### config.mk
export PLATFORM = sky130hd
export DESIGN_NAME = bpred_top
export DESIGN_NICKNAME = d
export VERILOG_FILES = /design/src/hdl/bpred_pkg.sv /design/src/hdl/bpred_ex.sv /design/src/hdl/bpred_mem.sv /design/src/hdl/bpred_btb.sv /design/src/hdl/bpred_ras.sv /design/src/hdl/bpred_fetch.sv /design/src/hdl/bpred_top.sv
export SDC_FILE = /design/constraint.sdc
export NUM_CORES = 1
export LEC_CHECK = 0
export BUFFER_PORTS_ARGS = -buffer_cell sky130_fd_sc_hd__buf_2
export CORE_UTILIZATION = 40
export CTS_BUF_LIST = sky130_fd_sc_hd__clkbuf_16
export CTS_CLUSTER_SIZE = 8
export DETAILED_ROUTE_END_ITERATION = 16
export PLACE_DENSITY = 0.63
export SETUP_SLACK_MARGIN = 0.05
export SYNTH_ARGS = -nofsm -noshare
export SYNTH_HDL_FRONTEND = slang
export SYNTH_HIERARCHICAL = 1
export SYNTH_SLANG_ARGS = --single-unit
export TNS_END_PERCENT = 10
### constraint.sdc
create_clock -name clk -period 23.3 [get_ports clk]
set_clock_uncertainty 0.05 [all_clocks]
set_input_delay 4.66 -clock clk [delete_from_list [all_inputs] [get_ports clk]]
set_output_delay 4.66 -clock clk [all_outputs]
set_load 0.02 [all_outputs]
### src/hdl/bpred_pkg.sv
`default_nettype none

package bpred_pkg;

  // Address and data width of the core
  localparam int XLEN = 32;

  // Two-bit saturating counter, upper half predicts taken
  typedef enum logic [1:0] {
    strong_nt = 2'b00,
    weak_nt   = 2'b01,
    weak_t    = 2'b10,
    strong_t  = 2'b11
  } ctr_t;

  // One resolved instruction leaving EX
  typedef struct packed {
    logic            valid;
    logic            is_branch;
    logic            is_jal;
    logic            is_jalr;
    logic [4:0]      rd;
    logic [XLEN-1:0] pc;
    logic [XLEN-1:0] target;
    // Actual outcome
    logic            taken;
    // What fetch predicted for this instruction
    logic            pred_taken;
    logic [XLEN-1:0] pred_target;
  } ex_cf_t;

  // BTB write request
  typedef struct packed {
    logic            en;
    logic [XLEN-1:0] pc;
    logic [XLEN-1:0] target;
    logic            taken;
    logic            is_ret;
    logic            is_jal;
  } btb_upd_t;

  // Fetch prediction
  typedef struct packed {
    logic            hit;
    logic            taken;
    logic            is_ret;
    logic [XLEN-1:0] target;
  } fetch_pred_t;

endpackage

`default_nettype wire

### src/hdl/bpred_ex.sv
`timescale 1ns/1ns
`default_nettype none

// EX stage: BTB training and RAS push from one resolved record
module bpred_ex
  import bpred_pkg::*;
#(
  parameter int BTB_ENABLE = 1
) (
  input  ex_cf_t          ex,
  output btb_upd_t        btb_upd,
  output logic            ras_push,
  output logic [XLEN-1:0] ras_push_addr
);

  logic is_call;

  // Calls link through x1 or x5
  assign is_call       = (ex.is_jal || ex.is_jalr) && ((ex.rd == 5'd1) || (ex.rd == 5'd5));
  // RAS keeps working with the BTB off
  assign ras_push      = ex.valid && is_call;
  assign ras_push_addr = ex.pc + XLEN'(4);

  if (BTB_ENABLE != 0) begin : g_btb_upd
    logic is_return;
    logic is_predictable;
    logic target_aligned;

    // Return or tail call, rd is x0
    assign is_return      = ex.is_jalr && (ex.rd == 5'd0);
    // Plain JALR targets come from registers, left out
    assign is_predictable = ex.is_branch || ex.is_jal || is_return;
    // Misaligned targets would trap
    assign target_aligned = (ex.target[1:0] == 2'b00);

    assign btb_upd.en     = ex.valid && is_predictable && target_aligned;
    assign btb_upd.pc     = ex.pc;
    assign btb_upd.target = ex.target;
    assign btb_upd.is_ret = is_return;
    assign btb_upd.is_jal = ex.is_jal;
    // Unconditional jumps always train toward taken
    assign btb_upd.taken  = (ex.is_jal || is_return) ? 1'b1 : ex.taken;
  end else begin : g_no_btb_upd
    // BTB never written
    assign btb_upd = '0;
  end

endmodule

`default_nettype wire

### src/hdl/bpred_mem.sv
`timescale 1ns/1ns
`default_nettype none

// MEM stage misprediction check one cycle behind EX
module bpred_mem
  import bpred_pkg::*;
(
  input  logic   clk,
  input  logic   reset,
  input  ex_cf_t ex,
  output logic   mispredicted
);

  logic   valid_q;
  ex_cf_t ex_q;
  logic   is_cf;
  logic   act_taken;
  logic   dir_miss;
  logic   tgt_miss;

  // Registered record valid
  always_ff @(posedge clk) begin
    if (reset) begin
      valid_q <= 1'b0;
    end else begin
      valid_q <= ex.valid;
    end
  end

  // Registered record payload
  always_ff @(posedge clk) begin
    ex_q <= ex;
  end

  // Control transfers only
  assign is_cf     = ex_q.is_branch || ex_q.is_jal || ex_q.is_jalr;

  // Jumps are always taken
  assign act_taken = ex_q.is_branch ? ex_q.taken : 1'b1;

  // Direction wrong
  assign dir_miss  = (act_taken != ex_q.pred_taken);

  // Taken but predicted elsewhere
  assign tgt_miss  = act_taken && (ex_q.pred_target != ex_q.target);

  assign mispredicted = valid_q && is_cf && (dir_miss || tgt_miss);

endmodule

`default_nettype wire

### src/hdl/bpred_btb.sv
`timescale 1ns/1ns
`default_nettype none

// Direct-mapped branch target buffer
module bpred_btb
  import bpred_pkg::*;
#(
  parameter int BTB_DEPTH = 16
) (
  input  logic            clk,
  input  logic            reset,
  input  logic [XLEN-1:0] lookup_pc,
  input  btb_upd_t        upd,
  output logic            hit,
  output logic            taken,
  output logic            is_ret,
  output logic [XLEN-1:0] target
);

  localparam int IDX_W = $clog2(BTB_DEPTH);
  // Word aligned pc, bits 1:0 not stored
  localparam int TAG_W = XLEN - IDX_W - 2;

  logic [BTB_DEPTH-1:0] valid_q;
  logic [TAG_W-1:0]     tag_mem [BTB_DEPTH];
  logic [XLEN-1:0]      tgt_mem [BTB_DEPTH];
  logic                 ret_mem [BTB_DEPTH];
  logic                 jal_mem [BTB_DEPTH];
  ctr_t                 ctr_mem [BTB_DEPTH];

  logic [IDX_W-1:0] lidx;
  logic [TAG_W-1:0] ltag;
  logic [IDX_W-1:0] uidx;
  logic [TAG_W-1:0] utag;
  logic             upd_hit;
  ctr_t             ctr_new;

  // Saturate toward the actual outcome
  function automatic ctr_t ctr_train(input ctr_t c, input logic t);
    ctr_t n;
    unique case (c)
      strong_nt: n = t ? weak_nt : strong_nt;
      weak_nt:   n = t ? weak_t : strong_nt;
      weak_t:    n = t ? strong_t : weak_nt;
      default:   n = t ? strong_t : weak_t;
    endcase
    return n;
  endfunction

  // Lookup side
  assign lidx = lookup_pc[IDX_W+1:2];
  assign ltag = lookup_pc[XLEN-1:IDX_W+2];

  assign hit    = valid_q[lidx] && (tag_mem[lidx] == ltag);
  // JAL entries are always taken
  assign taken  = jal_mem[lidx] || (ctr_mem[lidx] inside {weak_t, strong_t});
  assign is_ret = ret_mem[lidx];
  assign target = tgt_mem[lidx];

  // Update side
  assign uidx    = upd.pc[IDX_W+1:2];
  assign utag    = upd.pc[XLEN-1:IDX_W+2];
  assign upd_hit = valid_q[uidx] && (tag_mem[uidx] == utag);

  always_comb begin
    if (upd.is_jal) begin
      ctr_new = strong_t;
    end else if (upd_hit) begin
      // Same instruction, keep training
      ctr_new = ctr_train(ctr_mem[uidx], upd.taken);
    end else begin
      // New or aliased entry starts weak
      ctr_new = upd.taken ? weak_t : weak_nt;
    end
  end

  always_ff @(posedge clk) begin
    if (reset) begin
      valid_q <= '0;
    end else if (upd.en) begin
      valid_q[uidx] <= 1'b1;
    end
  end

  // Entry payload, flags follow the latest writer
  always_ff @(posedge clk) begin
    if (upd.en) begin
      tag_mem[uidx] <= utag;
      tgt_mem[uidx] <= upd.target;
      ret_mem[uidx] <= upd.is_ret;
      jal_mem[uidx] <= upd.is_jal;
      ctr_mem[uidx] <= ctr_new;
    end
  end

endmodule

`default_nettype wire

### src/hdl/bpred_ras.sv
`timescale 1ns/1ns
`default_nettype none

// Return address stack, circular with saturating count
module bpred_ras
  import bpred_pkg::*;
#(
  parameter int RAS_DEPTH = 4
) (
  input  logic            clk,
  input  logic            reset,
  input  logic            push,
  input  logic [XLEN-1:0] push_addr,
  input  logic            pop,
  output logic [XLEN-1:0] top,
  output logic            empty
);

  localparam int PTR_W = (RAS_DEPTH > 1) ? $clog2(RAS_DEPTH) : 1;
  localparam int CNT_W = $clog2(RAS_DEPTH + 1);

  logic [XLEN-1:0]  stack_mem [RAS_DEPTH];
  logic [PTR_W-1:0] ptr_q;
  logic [CNT_W-1:0] cnt_q;
  logic [PTR_W-1:0] ptr_push;
  logic [CNT_W-1:0] cnt_push;
  logic [PTR_W-1:0] ptr_next;
  logic [CNT_W-1:0] cnt_next;

  always_comb begin
    ptr_push = ptr_q;
    cnt_push = cnt_q;
    // Push first, overwrites the oldest slot when full
    if (push) begin
      ptr_push = (ptr_q == PTR_W'(RAS_DEPTH - 1)) ? '0 : ptr_q + 1'b1;
      if (cnt_q != CNT_W'(RAS_DEPTH)) begin
        cnt_push = cnt_q + 1'b1;
      end
    end
    ptr_next = ptr_push;
    cnt_next = cnt_push;
    // Then pop, ignored on an empty stack
    if (pop && (cnt_push != '0)) begin
      ptr_next = (ptr_push == '0) ? PTR_W'(RAS_DEPTH - 1) : ptr_push - 1'b1;
      cnt_next = cnt_push - 1'b1;
    end
  end

  always_ff @(posedge clk) begin
    if (reset) begin
      ptr_q <= '0;
      cnt_q <= '0;
    end else begin
      ptr_q <= ptr_next;
      cnt_q <= cnt_next;
    end
  end

  always_ff @(posedge clk) begin
    if (push) begin
      stack_mem[ptr_push] <= push_addr;
    end
  end

  // Top is only meaningful when not empty
  assign top   = stack_mem[ptr_q];
  assign empty = (cnt_q == '0);

endmodule

`default_nettype wire

### src/hdl/bpred_fetch.sv
`timescale 1ns/1ns
`default_nettype none

// Fetch prediction from the BTB lookup and the RAS top
module bpred_fetch
  import bpred_pkg::*;
(
  input  logic            btb_hit,
  input  logic            btb_taken,
  input  logic            btb_is_ret,
  input  logic [XLEN-1:0] btb_target,
  input  logic [XLEN-1:0] ras_top,
  input  logic            ras_empty,
  output fetch_pred_t     pred,
  output logic            ras_pop
);

  logic ret_sel;

  // Return entry with an address on the stack
  assign ret_sel = btb_hit && btb_is_ret && !ras_empty;

  always_comb begin
    pred.hit    = btb_hit;
    pred.is_ret = btb_hit && btb_is_ret;
    if (ret_sel) begin
      // Return goes to the stacked address
      pred.taken  = 1'b1;
      pred.target = ras_top;
    end else if (btb_hit) begin
      pred.taken  = btb_taken;
      pred.target = btb_target;
    end else begin
      // Miss falls through
      pred.taken  = 1'b0;
      pred.target = '0;
    end
  end

  // Consumed return address leaves the stack
  assign ras_pop = ret_sel;

endmodule

`default_nettype wire

### src/hdl/bpred_top.sv
`timescale 1ns/1ns
`default_nettype none

// Branch prediction subsystem
module bpred_top
  import bpred_pkg::*;
#(
  parameter int BTB_DEPTH  = 16,
  parameter int RAS_DEPTH  = 4,
  parameter int BTB_ENABLE = 1
) (
  input  logic            clk,
  input  logic            reset,
  input  logic [XLEN-1:0] fetch_pc,
  input  ex_cf_t          ex,
  output fetch_pred_t     pred,
  output logic            mispredicted
);

  btb_upd_t        btb_upd;
  logic            ras_push;
  logic [XLEN-1:0] ras_push_addr;
  logic            ras_pop;
  logic [XLEN-1:0] ras_top;
  logic            ras_empty;
  logic            btb_hit;
  logic            btb_taken;
  logic            btb_is_ret;
  logic [XLEN-1:0] btb_target;

  // EX side training
  bpred_ex #(
    .BTB_ENABLE(BTB_ENABLE)
  ) i_bpred_ex (
    .ex           (ex),
    .btb_upd      (btb_upd),
    .ras_push     (ras_push),
    .ras_push_addr(ras_push_addr)
  );

  // Check one stage later
  bpred_mem i_bpred_mem (
    .clk         (clk),
    .reset       (reset),
    .ex          (ex),
    .mispredicted(mispredicted)
  );

  bpred_btb #(
    .BTB_DEPTH(BTB_DEPTH)
  ) i_bpred_btb (
    .clk      (clk),
    .reset    (reset),
    .lookup_pc(fetch_pc),
    .upd      (btb_upd),
    .hit      (btb_hit),
    .taken    (btb_taken),
    .is_ret   (btb_is_ret),
    .target   (btb_target)
  );

  bpred_ras #(
    .RAS_DEPTH(RAS_DEPTH)
  ) i_bpred_ras (
    .clk      (clk),
    .reset    (reset),
    .push     (ras_push),
    .push_addr(ras_push_addr),
    .pop      (ras_pop),
    .top      (ras_top),
    .empty    (ras_empty)
  );

  // Fetch side prediction
  bpred_fetch i_bpred_fetch (
    .btb_hit   (btb_hit),
    .btb_taken (btb_taken),
    .btb_is_ret(btb_is_ret),
    .btb_target(btb_target),
    .ras_top   (ras_top),
    .ras_empty (ras_empty),
    .pred      (pred),
    .ras_pop   (ras_pop)
  );

endmodule

`default_nettype wire

Word level (Yosys, flattened, before mapping)
Memories as Yosys holds them, arrays and structs flattened. A register that Yosys moved wholly into a read port is not among the register bits. Index checks and enable logic that the tools add are counted.

Output and inout bits: 36. Register bits: 91. Memories kept: 6. Memory bits (writable): 1120. Word-level logic and storage cells: 101. Input port bits: 141.

Bitwise gates (word level): 1. $add $sub $neg: 5. Reductions and logical operators: 31. Mux-type cells: 32. Order comparisons: 3. Eq/ne operators: 12.

Memory list: i_bpred_btb.tgt_mem (depth 16, width 32, rd ports 1, clocked after memory_dff 0, write ports 1, RTL line bpred_btb.sv:26) `logic [XLEN-1:0] tgt_mem [BTB_DEPTH];`; i_bpred_btb.tag_mem (depth 16, width 26, rd ports 2, clocked after memory_dff 0, write ports 1, RTL line bpred_btb.sv:25) `logic [TAG_W-1:0] tag_mem [BTB_DEPTH];`; i_bpred_ras.stack_mem (depth 4, width 32, rd ports 1, clocked after memory_dff 1, write ports 1, RTL line bpred_ras.sv:22) `logic [XLEN-1:0] stack_mem [RAS_DEPTH];`; i_bpred_btb.ctr_mem (depth 16, width 2, rd ports 2, clocked after memory_dff 0, write ports 1, RTL line bpred_btb.sv:29) `ctr_t ctr_mem [BTB_DEPTH];`; i_bpred_btb.jal_mem (depth 16, width 1, rd ports 1, clocked after memory_dff 0, write ports 1, RTL line bpred_btb.sv:28) `logic jal_mem [BTB_DEPTH];`; i_bpred_btb.ret_mem (depth 16, width 1, rd ports 1, clocked after memory_dff 0, write ports 1, RTL line bpred_btb.sv:27) `logic ret_mem [BTB_DEPTH];`.

Operator list (count): $mux 32 (2); $eq 26x26->1 (2); $add 32x3->32 const B (1); $ne 32x32->1 (1); $mux 2 (10); $or 16x16->16 (1); $logic_and 1x1->1 (14); $mux 1 (13); $lt 4x5->1 const B (2); $logic_or 1x1->1 (9); $mux 3 (3); $bmux 1 s4 (2); $eq 2x2->1 const B (4); $logic_not 2->1 (3); $pmux 2 s3 (1); $eq 5x1->1 const B (1); $eq 5x3->1 const B (1); $logic_not 5->1 (1); $demux 1 s4 (1); $ge 4x1->1 const B (1); $add 3x1->3 const B (1); $logic_not 3->1 (1); $ne 3x3->1 const B (1); $reduce_bool 3->1 (1); other kinds (7) (7).

Logic depth before layout (Yosys ltp)
Depth in word-level cells: 9. Depth in mapped cells: 16. Mapped depth without buffers: 13.

By module
The synthesis kept the hierarchy.

By module, submodules not included: bpred_btb (times used 1, cells an instance 1911, area an instance 42369.4 µm²); bpred_ras (times used 1, cells an instance 215, area an instance 5097.4 µm²); bpred_mem (times used 1, cells an instance 118, area an instance 1781.7 µm²); bpred_ex (times used 1, cells an instance 153, area an instance 1112.3 µm²); bpred_fetch (times used 1, cells an instance 112, area an instance 714.4 µm²).

Least setup slack after synthesis
OpenSTA, ideal clock, no wires.

Path kind: input to output. From: input port fetch_pc[2]. To: output port pred[14] in the netlist's numbering. Arrival: 8.114 ns. Slack: 10.476 ns. Required time: 18.590 ns. Stages: 13. Cells stage by stage: buf_2 -> buf_4 -> buf_4 -> buf_2 -> mux4_2 -> mux4_2 -> xnor2_1 -> nand4_1 -> nor4_1 -> buf_4 -> buf_2 -> nand2_1 -> mux2i_1.

RTL lines: from (decl) (RTL line bpred_top.sv:14) `input logic [XLEN-1:0] fetch_pc,`; to (decl) (RTL line bpred_top.sv:16) `output fetch_pred_t pred,`.

==> results.py <==
metrics = {
    "placed_design": {
        "post_dp_cell_area_sq_um": 53300,
        "numPlacedInstances": 4181,
        "place_ws_ps": 7960,
        "hpwl_um": 78600,
        "place_congestion": 0.884,
        "io_buffers": 174,
    },
    "global_routing": {
        "grt_pass1_vias": 27700,
        "grt_max_degree": 109,
        "antenna_found_initial": 10,
        "grt_pass1_wl_um": 196000,
        "grt_overflow": 0,
        "grt_usage_pct": 21.2,
    },
    "worst_setup_path": {
        "required_ps": 18590,
        "crit_path_max_fanout": 66,
        "r2r_start": "i_bpred_btb/tag_mem[5][23]",
        "critPathLaunch": "fetch_pc[4]",
        "worstRegToRegCells": 14,
        "critPathLaunchType": "input port",
        "arrival_ps": 10470,
        "rrSetupSlack_ps": 17970,
        "crit_type": "in -> out",
        "r2r_end": "i_bpred_ras/cnt_q[1]",
        "endpoint_kind": "primary output",
    },
    "clock_network": {
        "clock-sinks": 1211,
        "cts_tree": "built",
        "clk_latency_ps": 780,
        "cts.path.max_buffers": 3,
        "cts_resized": 0,
        "post_cts_buffers": 0,
        "cts_inserted_buffers": 169,
        "htreeDepth": 4,
        "root_buffer": "clkbuf_16",
        "clk_pin_slew_ps": 50,
        "ctsHoldBuffers": 0,
    },
    "logic_synthesis": {
        "syn_nets": 2658,
        "synth_area_sq_um": 51100,
        "netlist_instances": 2507,
        "ys_warn_count": 6,
        "synth.avg_cell_area_sq_um": 20.4,
    },
    "timing": {
        "fin_crit_ps": 15180,
        "tns_ps": 0,
        "hold_viol": 0,
        "fin_crit_sh_pct": 65.1,
        "rsz0062_at_grt": "no",
        "slew_violations": 0,
        "fmaxAchievable_ghz": 0.0659,
        "worst_pin_slew_ps": 1180,
        "setup_slack_ps": 8120,
        "relSlewSlack_pct": 21.4,
        "setup_viol": 0,
    },
    "die": {
        "io_pins": 177,
        "rows": 130,
        "core_area_sq_um": 126000,
        "initial_core_util_pct": 40.5,
        "die-area_sq_um": 129000,
        "dieHeight_um": 359,
        "die_x_um": 359,
    },
    "cells_and_area": {
        "layout-drive-gt1-share_pct": 31.9,
        "post-route-cell-area_sq_um": 58200,
        "fin_util_pct": 46.1,
        "final_common_cell": "edfxtp_1",
        "final_cell_mix": "1120 x edfxtp_1, 432 x mux4_2, 171 x clkbuf_16",
        "nets": 2853,
        "fill_cells": 10400,
        "fin_cells": 4456,
        "area.growth.synth_to_final_pct": 13.9,
    },
    "status": {
        "status": "complete, no violations",
    },
    "worst_hold_path": {
        "min_from": "i_bpred_btb/valid_q[6]",
        "min_path_cells": 2,
        "hp-class": "reg -> reg",
        "hold-path-endpoint": "i_bpred_btb/valid_q[6]",
    },
    "power": {
        "power_density_nw_per_um2": 84.0,
        "leakage_nw": 18.8,
        "peakVddDrop_mv": 0.0775,
    },
    "route": {
        "vias": 26700,
        "met3_length_um": 12000,
        "drt_iter0_drc": 3317,
        "vias_per_cell": 5.99,
        "wire_per_inst_um": 30.8,
        "dr.pass1.iters": 6,
        "ant_nets": 0,
        "route.detailed.drc": 0,
        "wl_met2_um": 65700,
        "routed_wl_um": 137000,
        "wl_met1_um": 56200,
        "routed.top_layer": "met5",
    },
    "flow_run": {
        "maxCapViolCount": 0,
    },
}
[power breakdown]
group | internal, mW | total [mW] | switching (mW) | leakage (nW)
combinational | 0.109 | 0.265 | 0.156 | 5.31
sequential | 2.40 | 2.40 | 0.00697 | 10.8
clock | 1.31 | 2.21 | 0.900 | 2.68
total | 3.82 | 4.88 | 1.06 | 18.8
[how the worst max path moves through the flow]
stage	endpoint
final	pred[19]
after floorplan	pred[14]
after CTS	pred[21]
after global routing	pred[2]
after global placement	pred[21]
after detailed placement	pred[21]
[worst max-delay path, stage by stage]
cell,delay [ps]
buf_6,280
buf_4,840
buf_4,690
mux4_2,400
nor2b_1,140
a211oi_1,250
a21oi_1,110
xnor2_1,190
nand4_1,180
or4_1,650
nor4_2,370
buf_4,670
nand2_1,140
mux2i_1,430
buf_2,260
[flip-flops by register name, summed over array words and instances, names as in the netlist, 3 cells and up]
| register | count |
|---|---|
| i_bpred_mem/ex_q | 69 |
| i_bpred_ras/cnt_q | 3 |
| i_bpred_btb/ctr_mem | 32 |
| i_bpred_btb/tgt_mem | 512 |
| i_bpred_ras/stack_mem | 128 |
| i_bpred_btb/jal_mem | 16 |
| i_bpred_btb/tag_mem | 416 |
| i_bpred_btb/valid_q | 16 |
| i_bpred_btb/ret_mem | 16 |
[metrics by stage]
stage | hold WS [ps] | power, mW
after global placement | 414 | 2.70
after CTS | 441 | 4.92
after global routing | 466 | 5.03
after floorplan | 402 | 2.62
final | 447 | 4.88
after detailed placement | 429 | 2.71
[layout make-up]
class | instances | area (sq um) | area share (%)
Timing Repair Buffer | 227 | 1310 | 2.25
Sequential cell | 1211 | 35500 | 61.0
Multi-Input combinational cell | 1070 | 14300 | 24.7
Inverter | 23 | 86.3 | 0.148
Tap cell | 1650 | 2060 | 3.55
Clock buffer | 171 | 4280 | 7.36
Clock inverter | 99 | 606 | 1.04
Antenna cell | 5 | 12.5 | 0.0215
[metal layers]
layer | global-route usage [%] | up-vias
met5 | 0 | -
met4 | 6.44 | 12
met3 | 4.21 | 236
met2 | 33.6 | 1355
met1 | 29.5 | 14300
li1 | - | 10800
(Power assumes the default switching activity.)
